`config.mk`:
```
export PLATFORM = sky130hd
export DESIGN_NAME = pspin_top
export DESIGN_NICKNAME = d
export VERILOG_FILES = /design/src/verilog/pspin_pkg.sv /design/src/verilog/pspin_top.sv /design/src/verilog/feedback_arbiter.sv /design/src/verilog/task_scheduler.sv /design/src/verilog/her_intake.sv
export SDC_FILE = /design/constraint.sdc
export NUM_CORES = 1
export LEC_CHECK = 0
export BUFFER_PORTS_ARGS = -buffer_cell sky130_fd_sc_hd__buf_2
export CAP_MARGIN = 20
export CORE_MARGIN = 2
export CORE_UTILIZATION = 63
export DETAILED_ROUTE_END_ITERATION = 7
export GPL_ROUTABILITY_DRIVEN = 0
export PLACE_DENSITY_LB_ADDON = 0.3
export SKIP_LAST_GASP = 1
export SYNTH_ARGS = -nofsm -noshare
export SYNTH_HDL_FRONTEND = slang
export SYNTH_SLANG_ARGS = --single-unit
```
`constraint.sdc`:
```
create_clock -name clk_i -period 7.3 [get_ports clk_i]
set_input_delay 0.365 -clock clk_i [delete_from_list [all_inputs] [get_ports clk_i]]
set_output_delay 0.365 -clock clk_i [all_outputs]
set_load 0.005 [all_outputs]
```
`src/verilog/pspin_pkg.sv`:
```
// ******************************
// Packet handler dispatch core
// Sizes and widths shared by the
// intake, scheduler and arbiter
// ******************************

package pspin_pkg;

  // Processing clusters seen as external task ports
  localparam int unsigned NUM_CLUSTERS = 4;

  // Message processing queues and their depth
  localparam int unsigned NUM_MPQ = 4;
  localparam int unsigned MPQ_DEPTH = 4;

  // Handler slots a cluster may hold before it returns feedback
  localparam int unsigned SLOTS_PER_CLUSTER = 2;

  // Index and counter widths
  localparam int unsigned MPQ_IDX_W = $clog2(NUM_MPQ);
  localparam int unsigned CLUSTER_IDX_W = $clog2(NUM_CLUSTERS);
  localparam int unsigned SLOT_CNT_W = $clog2(SLOTS_PER_CLUSTER + 1);

  // Packet descriptor fields, address in L2 and length in bytes
  localparam int unsigned PKT_ADDR_W = 16;
  localparam int unsigned PKT_LEN_W = 12;

endpackage
```
`src/verilog/pspin_top.sv`:
```
`timescale 1ns/1ps
// ******************************
// Dispatch core top level
// HER intake, task scheduler and
// feedback arbiter
// ******************************

module pspin_top import pspin_pkg::*; (
  input  logic                                     clk_i,
  input  logic                                     rst_ni,
  // NIC side, HERs in
  input  logic                                     her_valid_i,
  input  logic [MPQ_IDX_W-1:0]                     her_mpq_i,
  input  logic [PKT_ADDR_W-1:0]                    her_addr_i,
  input  logic [PKT_LEN_W-1:0]                     her_len_i,
  output logic                                     her_ready_o,
  output logic [NUM_MPQ-1:0]                       mpq_full_o,
  // Cluster task ports
  output logic [NUM_CLUSTERS-1:0]                  cluster_task_valid_o,
  input  logic [NUM_CLUSTERS-1:0]                  cluster_task_ready_i,
  output logic [NUM_CLUSTERS-1:0][MPQ_IDX_W-1:0]   cluster_task_mpq_o,
  output logic [NUM_CLUSTERS-1:0][PKT_ADDR_W-1:0]  cluster_task_addr_o,
  output logic [NUM_CLUSTERS-1:0][PKT_LEN_W-1:0]   cluster_task_len_o,
  // Cluster feedback ports
  input  logic [NUM_CLUSTERS-1:0]                  cluster_feedback_valid_i,
  output logic [NUM_CLUSTERS-1:0]                  cluster_feedback_ready_o,
  input  logic [NUM_CLUSTERS-1:0][MPQ_IDX_W-1:0]   cluster_feedback_mpq_i,
  input  logic [NUM_CLUSTERS-1:0][PKT_ADDR_W-1:0]  cluster_feedback_addr_i,
  // NIC side, feedback out
  output logic                                     nic_feedback_valid_o,
  input  logic                                     nic_feedback_ready_i,
  output logic [CLUSTER_IDX_W-1:0]                 nic_feedback_cluster_o,
  output logic [MPQ_IDX_W-1:0]                     nic_feedback_mpq_o,
  output logic [PKT_ADDR_W-1:0]                    nic_feedback_addr_o,
  output logic                                     pspin_active_o
);

  // Intake to scheduler
  logic                     task_valid;
  logic                     task_ready;
  logic [MPQ_IDX_W-1:0]     task_mpq;
  logic [PKT_ADDR_W-1:0]    task_addr;
  logic [PKT_LEN_W-1:0]     task_len;

  // Arbiter to scheduler
  logic                     slot_free_valid;
  logic [CLUSTER_IDX_W-1:0] slot_free_cluster;

  her_intake i_her_intake (
    .clk_i        (clk_i),
    .rst_ni       (rst_ni),
    .her_valid_i  (her_valid_i),
    .her_mpq_i    (her_mpq_i),
    .her_addr_i   (her_addr_i),
    .her_len_i    (her_len_i),
    .her_ready_o  (her_ready_o),
    .mpq_full_o   (mpq_full_o),
    .task_valid_o (task_valid),
    .task_ready_i (task_ready),
    .task_mpq_o   (task_mpq),
    .task_addr_o  (task_addr),
    .task_len_o   (task_len)
  );

  task_scheduler i_task_scheduler (
    .clk_i                (clk_i),
    .rst_ni               (rst_ni),
    .task_valid_i         (task_valid),
    .task_ready_o         (task_ready),
    .task_mpq_i           (task_mpq),
    .task_addr_i          (task_addr),
    .task_len_i           (task_len),
    .cluster_task_valid_o (cluster_task_valid_o),
    .cluster_task_ready_i (cluster_task_ready_i),
    .cluster_task_mpq_o   (cluster_task_mpq_o),
    .cluster_task_addr_o  (cluster_task_addr_o),
    .cluster_task_len_o   (cluster_task_len_o),
    .slot_free_valid_i    (slot_free_valid),
    .slot_free_cluster_i  (slot_free_cluster),
    .pspin_active_o       (pspin_active_o)
  );

  feedback_arbiter i_feedback_arbiter (
    .clk_i                    (clk_i),
    .rst_ni                   (rst_ni),
    .cluster_feedback_valid_i (cluster_feedback_valid_i),
    .cluster_feedback_ready_o (cluster_feedback_ready_o),
    .cluster_feedback_mpq_i   (cluster_feedback_mpq_i),
    .cluster_feedback_addr_i  (cluster_feedback_addr_i),
    .nic_feedback_valid_o     (nic_feedback_valid_o),
    .nic_feedback_ready_i     (nic_feedback_ready_i),
    .nic_feedback_cluster_o   (nic_feedback_cluster_o),
    .nic_feedback_mpq_o       (nic_feedback_mpq_o),
    .nic_feedback_addr_o      (nic_feedback_addr_o),
    .slot_free_valid_o        (slot_free_valid),
    .slot_free_cluster_o      (slot_free_cluster)
  );

endmodule

```
`src/verilog/feedback_arbiter.sv`:
```
`timescale 1ns/1ps
// ******************************
// Feedback arbiter
// Round-robin merge of cluster
// feedback into one NIC stream,
// releases the handler slot
// ******************************

module feedback_arbiter import pspin_pkg::*; (
  input  logic                                     clk_i,
  input  logic                                     rst_ni,
  // Feedback from the clusters
  input  logic [NUM_CLUSTERS-1:0]                  cluster_feedback_valid_i,
  output logic [NUM_CLUSTERS-1:0]                  cluster_feedback_ready_o,
  input  logic [NUM_CLUSTERS-1:0][MPQ_IDX_W-1:0]   cluster_feedback_mpq_i,
  input  logic [NUM_CLUSTERS-1:0][PKT_ADDR_W-1:0]  cluster_feedback_addr_i,
  // Registered feedback to the NIC
  output logic                                     nic_feedback_valid_o,
  input  logic                                     nic_feedback_ready_i,
  output logic [CLUSTER_IDX_W-1:0]                 nic_feedback_cluster_o,
  output logic [MPQ_IDX_W-1:0]                     nic_feedback_mpq_o,
  output logic [PKT_ADDR_W-1:0]                    nic_feedback_addr_o,
  // Slot release to the scheduler
  output logic                                     slot_free_valid_o,
  output logic [CLUSTER_IDX_W-1:0]                 slot_free_cluster_o
);

  logic [CLUSTER_IDX_W-1:0] last_q;
  logic [CLUSTER_IDX_W-1:0] grant;
  logic                     can_accept;
  logic                     accept;
  logic                     valid_q;
  logic [CLUSTER_IDX_W-1:0] cluster_q;
  logic [MPQ_IDX_W-1:0]     mpq_q;
  logic [PKT_ADDR_W-1:0]    addr_q;

  // Requester closest after the last grant
  always_comb begin
    logic [CLUSTER_IDX_W-1:0] idx;
    grant = last_q;
    idx   = last_q;
    for (int k = NUM_CLUSTERS; k >= 1; k--) begin
      idx = last_q + CLUSTER_IDX_W'(k);
      if (cluster_feedback_valid_i[idx]) begin
        grant = idx;
      end
    end
  end

  // Output register free now or drained this cycle
  assign can_accept = !valid_q || nic_feedback_ready_i;
  assign accept     = (|cluster_feedback_valid_i) && can_accept;

  for (genvar c = 0; c < NUM_CLUSTERS; c++) begin : gen_ready
    assign cluster_feedback_ready_o[c] = can_accept && (grant == CLUSTER_IDX_W'(c));
  end

  always_ff @(posedge clk_i or negedge rst_ni) begin
    if (!rst_ni) begin
      valid_q <= 1'b0;
      last_q  <= CLUSTER_IDX_W'(NUM_CLUSTERS - 1);
    end else if (accept) begin
      valid_q <= 1'b1;
      last_q  <= grant;
    end else if (nic_feedback_ready_i) begin
      valid_q <= 1'b0;
    end
  end

  always_ff @(posedge clk_i) begin
    if (accept) begin
      cluster_q <= grant;
      mpq_q     <= cluster_feedback_mpq_i[grant];
      addr_q    <= cluster_feedback_addr_i[grant];
    end
  end

  assign nic_feedback_valid_o   = valid_q;
  assign nic_feedback_cluster_o = cluster_q;
  assign nic_feedback_mpq_o     = mpq_q;
  assign nic_feedback_addr_o    = addr_q;

  // One pulse per accepted feedback
  assign slot_free_valid_o   = accept;
  assign slot_free_cluster_o = grant;

endmodule

```
`src/verilog/task_scheduler.sv`:
```
`timescale 1ns/1ps
// ******************************
// Task scheduler
// Hands tasks to the clusters,
// counts used handler slots and
// flags when all clusters work
// ******************************

module task_scheduler import pspin_pkg::*; (
  input  logic                                     clk_i,
  input  logic                                     rst_ni,
  // Tasks from the intake
  input  logic                                     task_valid_i,
  output logic                                     task_ready_o,
  input  logic [MPQ_IDX_W-1:0]                     task_mpq_i,
  input  logic [PKT_ADDR_W-1:0]                    task_addr_i,
  input  logic [PKT_LEN_W-1:0]                     task_len_i,
  // Task registers towards the clusters
  output logic [NUM_CLUSTERS-1:0]                  cluster_task_valid_o,
  input  logic [NUM_CLUSTERS-1:0]                  cluster_task_ready_i,
  output logic [NUM_CLUSTERS-1:0][MPQ_IDX_W-1:0]   cluster_task_mpq_o,
  output logic [NUM_CLUSTERS-1:0][PKT_ADDR_W-1:0]  cluster_task_addr_o,
  output logic [NUM_CLUSTERS-1:0][PKT_LEN_W-1:0]   cluster_task_len_o,
  // Slot release from the feedback arbiter
  input  logic                                     slot_free_valid_i,
  input  logic [CLUSTER_IDX_W-1:0]                 slot_free_cluster_i,
  output logic                                     pspin_active_o
);

  logic [NUM_CLUSTERS-1:0]                 valid_q;
  logic [NUM_CLUSTERS-1:0][MPQ_IDX_W-1:0]  mpq_q;
  logic [NUM_CLUSTERS-1:0][PKT_ADDR_W-1:0] addr_q;
  logic [NUM_CLUSTERS-1:0][PKT_LEN_W-1:0]  len_q;
  logic [SLOT_CNT_W-1:0]                   used_q [NUM_CLUSTERS];

  logic [NUM_CLUSTERS-1:0]  avail;
  logic [NUM_CLUSTERS-1:0]  in_use;
  logic [NUM_CLUSTERS-1:0]  take_vec;
  logic [NUM_CLUSTERS-1:0]  free_vec;
  logic [CLUSTER_IDX_W-1:0] target;
  logic                     take;
  logic                     active_q;

  for (genvar c = 0; c < NUM_CLUSTERS; c++) begin : gen_cluster_state
    // Empty register and a spare slot
    assign avail[c]    = !valid_q[c] && (used_q[c] < SLOTS_PER_CLUSTER[SLOT_CNT_W-1:0]);
    assign in_use[c]   = (used_q[c] != '0);
    assign take_vec[c] = take && (target == CLUSTER_IDX_W'(c));
    assign free_vec[c] = slot_free_valid_i && (slot_free_cluster_i == CLUSTER_IDX_W'(c));
  end

  // Lowest available cluster index
  always_comb begin
    target = '0;
    for (int c = NUM_CLUSTERS - 1; c >= 0; c--) begin
      if (avail[c]) begin
        target = CLUSTER_IDX_W'(c);
      end
    end
  end

  assign task_ready_o = |avail;
  assign take         = task_valid_i && task_ready_o;

  always_ff @(posedge clk_i or negedge rst_ni) begin
    if (!rst_ni) begin
      valid_q  <= '0;
      active_q <= 1'b0;
      for (int c = 0; c < NUM_CLUSTERS; c++) begin
        used_q[c] <= '0;
      end
    end else begin
      for (int c = 0; c < NUM_CLUSTERS; c++) begin
        if (take_vec[c]) begin
          valid_q[c] <= 1'b1;
        end else if (cluster_task_ready_i[c]) begin
          valid_q[c] <= 1'b0;
        end
        // Take and release in one cycle cancel out
        case ({take_vec[c], free_vec[c]})
          2'b10: used_q[c] <= used_q[c] + 1'b1;
          2'b01: begin
            if (in_use[c]) begin
              used_q[c] <= used_q[c] - 1'b1;
            end
          end
          default: used_q[c] <= used_q[c];
        endcase
      end
      active_q <= &in_use;
    end
  end

  always_ff @(posedge clk_i) begin
    if (take) begin
      mpq_q[target]  <= task_mpq_i;
      addr_q[target] <= task_addr_i;
      len_q[target]  <= task_len_i;
    end
  end

  assign cluster_task_valid_o = valid_q;
  assign cluster_task_mpq_o   = mpq_q;
  assign cluster_task_addr_o  = addr_q;
  assign cluster_task_len_o   = len_q;
  assign pspin_active_o       = active_q;

endmodule

```
`src/verilog/her_intake.sv`:
```
`timescale 1ns/1ps
// ******************************
// HER intake
// Per-MPQ circular queues with
// full flags and round-robin
// selection of the next task
// ******************************

module her_intake import pspin_pkg::*; (
  input  logic                  clk_i,
  input  logic                  rst_ni,
  // HERs from the NIC
  input  logic                  her_valid_i,
  input  logic [MPQ_IDX_W-1:0]  her_mpq_i,
  input  logic [PKT_ADDR_W-1:0] her_addr_i,
  input  logic [PKT_LEN_W-1:0]  her_len_i,
  output logic                  her_ready_o,
  output logic [NUM_MPQ-1:0]    mpq_full_o,
  // Tasks to the scheduler
  output logic                  task_valid_o,
  input  logic                  task_ready_i,
  output logic [MPQ_IDX_W-1:0]  task_mpq_o,
  output logic [PKT_ADDR_W-1:0] task_addr_o,
  output logic [PKT_LEN_W-1:0]  task_len_o
);

  logic [PKT_ADDR_W-1:0]          addr_mem [NUM_MPQ][MPQ_DEPTH];
  logic [PKT_LEN_W-1:0]           len_mem  [NUM_MPQ][MPQ_DEPTH];
  logic [$clog2(MPQ_DEPTH)-1:0]   wr_ptr_q [NUM_MPQ];
  logic [$clog2(MPQ_DEPTH)-1:0]   rd_ptr_q [NUM_MPQ];
  logic [$clog2(MPQ_DEPTH+1)-1:0] fill_q   [NUM_MPQ];

  logic [NUM_MPQ-1:0]   not_empty;
  logic [NUM_MPQ-1:0]   push_vec;
  logic [NUM_MPQ-1:0]   pop_vec;
  logic [MPQ_IDX_W-1:0] last_q;
  logic [MPQ_IDX_W-1:0] sel;
  logic                 push;
  logic                 pop;

  for (genvar i = 0; i < NUM_MPQ; i++) begin : gen_mpq_flags
    assign mpq_full_o[i] = (fill_q[i] == MPQ_DEPTH[$clog2(MPQ_DEPTH+1)-1:0]);
    assign not_empty[i]  = (fill_q[i] != '0);
    assign push_vec[i]   = push && (her_mpq_i == MPQ_IDX_W'(i));
    assign pop_vec[i]    = pop && (sel == MPQ_IDX_W'(i));
  end

  // Ready only looks at the addressed queue
  assign her_ready_o = !mpq_full_o[her_mpq_i];
  assign push        = her_valid_i && her_ready_o;

  // Search starts one past the MPQ served last, lowest offset wins
  always_comb begin
    logic [MPQ_IDX_W-1:0] idx;
    sel = last_q;
    idx = last_q;
    for (int k = NUM_MPQ; k >= 1; k--) begin
      idx = last_q + MPQ_IDX_W'(k);
      if (not_empty[idx]) begin
        sel = idx;
      end
    end
  end

  assign task_valid_o = |not_empty;
  assign task_mpq_o   = sel;
  assign task_addr_o  = addr_mem[sel][rd_ptr_q[sel]];
  assign task_len_o   = len_mem[sel][rd_ptr_q[sel]];
  assign pop          = task_valid_o && task_ready_i;

  always_ff @(posedge clk_i or negedge rst_ni) begin
    if (!rst_ni) begin
      for (int i = 0; i < NUM_MPQ; i++) begin
        wr_ptr_q[i] <= '0;
        rd_ptr_q[i] <= '0;
        fill_q[i]   <= '0;
      end
      // First search then begins at MPQ 0
      last_q <= MPQ_IDX_W'(NUM_MPQ - 1);
    end else begin
      for (int i = 0; i < NUM_MPQ; i++) begin
        if (push_vec[i]) begin
          wr_ptr_q[i] <= wr_ptr_q[i] + 1'b1;
        end
        if (pop_vec[i]) begin
          rd_ptr_q[i] <= rd_ptr_q[i] + 1'b1;
        end
        case ({push_vec[i], pop_vec[i]})
          2'b10:   fill_q[i] <= fill_q[i] + 1'b1;
          2'b01:   fill_q[i] <= fill_q[i] - 1'b1;
          default: fill_q[i] <= fill_q[i];
        endcase
      end
      if (pop) begin
        last_q <= sel;
      end
    end
  end

  // Descriptor storage
  always_ff @(posedge clk_i) begin
    if (push) begin
      addr_mem[her_mpq_i][wr_ptr_q[her_mpq_i]] <= her_addr_i;
      len_mem[her_mpq_i][wr_ptr_q[her_mpq_i]]  <= her_len_i;
    end
  end

endmodule

```
==> results by group <==
Outcome
  – Status: finished, final reports clean

Synth
  – Post-synth EDFFs: approximately 600
  – Commonest cells in the netlist: edfxtp_1 (588), nand2_1 (361), a21oi_1 (119), a32oi_1 (112), mux2i_1 (91)
  – Mapped Nets: roughly 1700
  – Area leader, netlist: edfxtp_1
  – Synth unique cells: 57
  – Synth top area cells: edfxtp_1 (71%), nand2_1 (5.5%), dfrtp_1 (4.2%)
  – Syn_area_per_cell: between 15 and 20 um2
  – Most common cell in the netlist: edfxtp_1
  – Yosys top cell area share: roughly 70%
  – #FFs+latches synth: roughly 630
  – Mapped cell area: between 20000 and 25000 um2
  – Synth Warn #: 0
  – Syn Inst Count: around 1600
  – Seq/Total Area, Yosys: 75.9%
  – Synth async-reset ratio: under 10%
  – Main synth FF type: edfxtp_1

Route
  – Final antenna-violating net count: 0
  – Vias: 14942
  – Via/cell ratio: roughly 6.1
  – Pre-antenna DRT Iters: 5
  – Initial DRC count: approximately 1600
  – Residual DRC count: 0
  – Drt wl/cell: between 20 and 25 um
  – Final wirelength: between 50 and 60 mm

Clock tree
  – Clk pin slew, worst setup/hold paths: ~60 ps
  – Postcts setup bufs: 0
  – CTS Sinks: between 600 and 700
  – CTS H-tree lvls: 2
  – Root buffer cell: clkbuf_16
  – Worst-Skew Late Latency: roughly 620 ps
  – Hold_buf cts: 5
  – Post-CTS Resized: 0
  – CTS tree: built
  – Clk buf depth: 3
  – TritonCTS Buffers: 60

STA
  – Final clock skew: about 16 ps
  – RSZ-0062 raised after global routing: false
  – Final worst-path cycle share: a little over three fifths
  – Min Tclk post-route: 4560 ps
  – Fmax: between 200 and 250 MHz
  – Worst Tran Pin Value: approximately 1100 ps
  – Final slew viol count: 0
  – Final setup viols: 0
  – Final TNS setup: 0 ps
  – Hold Vio Cnt, Final: 0
  – Max transition margin: between 20% and 30%

Global route
  – Largest net degree at the start of global routing: 214
  – Number of global-route vias before repair: around 15000
  – GRT Total Usage: around 27%
  – GRT overflow: 0
  – Initial antenna violation count: 4
  – Global-route wire length before repair: about 85 mm

Critical path
  – Worst-path fanout max: 82
  – Buf+Inv Stages, Crit Path: 1
  – Crit path required time: 7610 ps
  – CP delay by family, top: compound AO/OA/AOI/OAI gates
  – Critical path's slowest cell: a32o_4
  – Crit start category: flip-flop
  – CP Class: flip-flop to flip-flop
  – WP data arrival: between 4000 and 5000 ps
  – Critical Path Max Stage Delay: between 800 and 900 ps
  – CP Capture Type: flip-flop
  – Cell Chain, Critical Path: nor3_1, mux2_1, o221a_4, buf_4, a32o_4, mux2i_1

Floorplan
  – Initial Util: 64.0%
  – Die width: 202 um
  – CORE AREA: between 30000 and 40000 um2
  – Die area: roughly 40000 um2
  – # rows: about 70
  – Ports: 269
  – Die height: ~200 um

Layout
  – Final nets: around 2000
  – Layout fillers: between 2000 and 2500
  – Share of layout cells above drive strength 1: between 20% and 30%
  – Reg area: around 19000 um2
  – P&R area growth vs syn: 15.6%
  – Multi-input gate area: about 5600 um2

Worst hold path
  – Worst Hold Class: input pin to flip-flop

Placed design
  – I/O Buffers: between 200 and 300
  – Post-DP HPWL: about 30 mm

Power
  – P per Cell Area: approximately 520 nW/um2
  – Overall Power: around 15000 uW
  – Leakage: between 0.01 and 0.015 uW
  – Max VDD drop: between 0.5 and 0.6 mV

Flow run
  – Max cap viols: 0
[tightest hold or removal path, delay by kind of cell]
kind          cells  cell delay [ps]
simple gates      2              140
buf+inv           1              110
[final timing paths]
kind,to,cells past startpoint,slack (ps),start
worst min-delay path,i_feedback_arbiter.nic_feedback_valid_o,3,40,cluster_feedback_valid_i[0]
worst max-delay path,i_task_scheduler.cluster_task_len_o[41],6,2740,i_her_intake.fill_q[8]
max in group asynchronous,i_feedback_arbiter.last_q[1],3,6560,rst_ni
min in group asynchronous,i_her_intake.wr_ptr_q[5],2,170,rst_ni
worst min register to register,i_her_intake.rd_ptr_q[5],1,480,i_her_intake.rd_ptr_q[5]
worst max register to register,i_task_scheduler.cluster_task_len_o[41],6,2740,i_her_intake.fill_q[8]
[kinds of logic (layout without fill, tap and decap cells)]
group / Yosys count / count (layout) / share of synthesized area, %
flip-flops: 634 / 634 / 75.9
multiplexers: 113 / 113 / 5.58
AO/OA/AOI/OAI: 270 / 270 / 7.45
AND/OR/NAND/NOR: 443 / 443 / 7.42
adder cells (fa/ha/maj): 8 / 8 / 0.525
buffers and inverters: 121 / 435 / 2.17
other: 0 / 2 / 0
XOR/XNOR: 28 / 28 / 0.989
[power by group]
group          leakage [uW]  internal (uW)  switching (uW)
combinational       0.00355           2140            4090
clock              0.000924           1740            1280
sequential          0.00588           5320             257
total                0.0104           9210            5630
[flip-flops by register name (all words and copies together), names as in the netlist, 8 cells and up]
signal / cells
i_task_scheduler.used_q: 8
i_feedback_arbiter.nic_feedback_addr_o: 16
i_her_intake.rd_ptr_q: 8
i_her_intake.addr_mem: 256
i_her_intake.fill_q: 12
i_task_scheduler.cluster_task_addr_o: 64
i_her_intake.len_mem: 192
i_task_scheduler.cluster_task_mpq_o: 8
i_task_scheduler.cluster_task_len_o: 48
i_her_intake.wr_ptr_q: 8
[cell type report]
type / count / share of cell area [%]
Clock inverter: 33 / 1.10
Clock buffer: 76 / 5.52
Tap cell: 518 / 2.26
Antenna cell: 2 / 0.0175
Inverter: 27 / 0.371
Timing Repair Buffer: 299 / 5.71
Sequential cell: 634 / 65.6
Multi-Input combinational cell: 862 / 19.4
[routing by layer]
layer  global-route usage, %  part of all wire [%]  up-vias
met5                       0                 0.023        -
met4                    9.20                   2.7        2
met3                    4.42                   7.7      118
met2                    44.1                    49      710
met1                    38.6                    40     7437
li1                        -                     -     6675
[cells in the final DEF, fill, tap and decap left out, types with 5 or more instances in the layout]
cell type,count
edfxtp_1,588
nand2_1,361
buf_2,268
a21oi_1,119
a32oi_1,112
mux2i_1,91
clkbuf_16,61
dfrtp_1,42
buf_4,22
inv_1,20
mux4_2,20
nor2_1,19
clkinv_1,17
xnor2_1,16
clkbuf_1,15
o21ai_0,12
xor2_1,12
nor3_1,9
nor2_4,9
clkinv_2,9
a31oi_1,8
nand2b_1,7
and2_1,6
bufinv_16,6
dlygate4sd3_1,5
[per-stage QoR]
stage	instances	hold slack, ps	util [%]	setup WS (ps)	cell area, um2
3_5_place_dp	2332	468	68.8	2940	26700
2_1_floorplan	1617	69.4	-	3060	24800
4_1_cts	2446	21.3	73.9	2900	28600
6_report	2451	45.0	74.0	2740	28700
5_1_grt	2449	34.6	74.0	2540	28700
3_3_place_gp	2332	463	68.8	3060	26700
(Power assumes the default switching activity.)
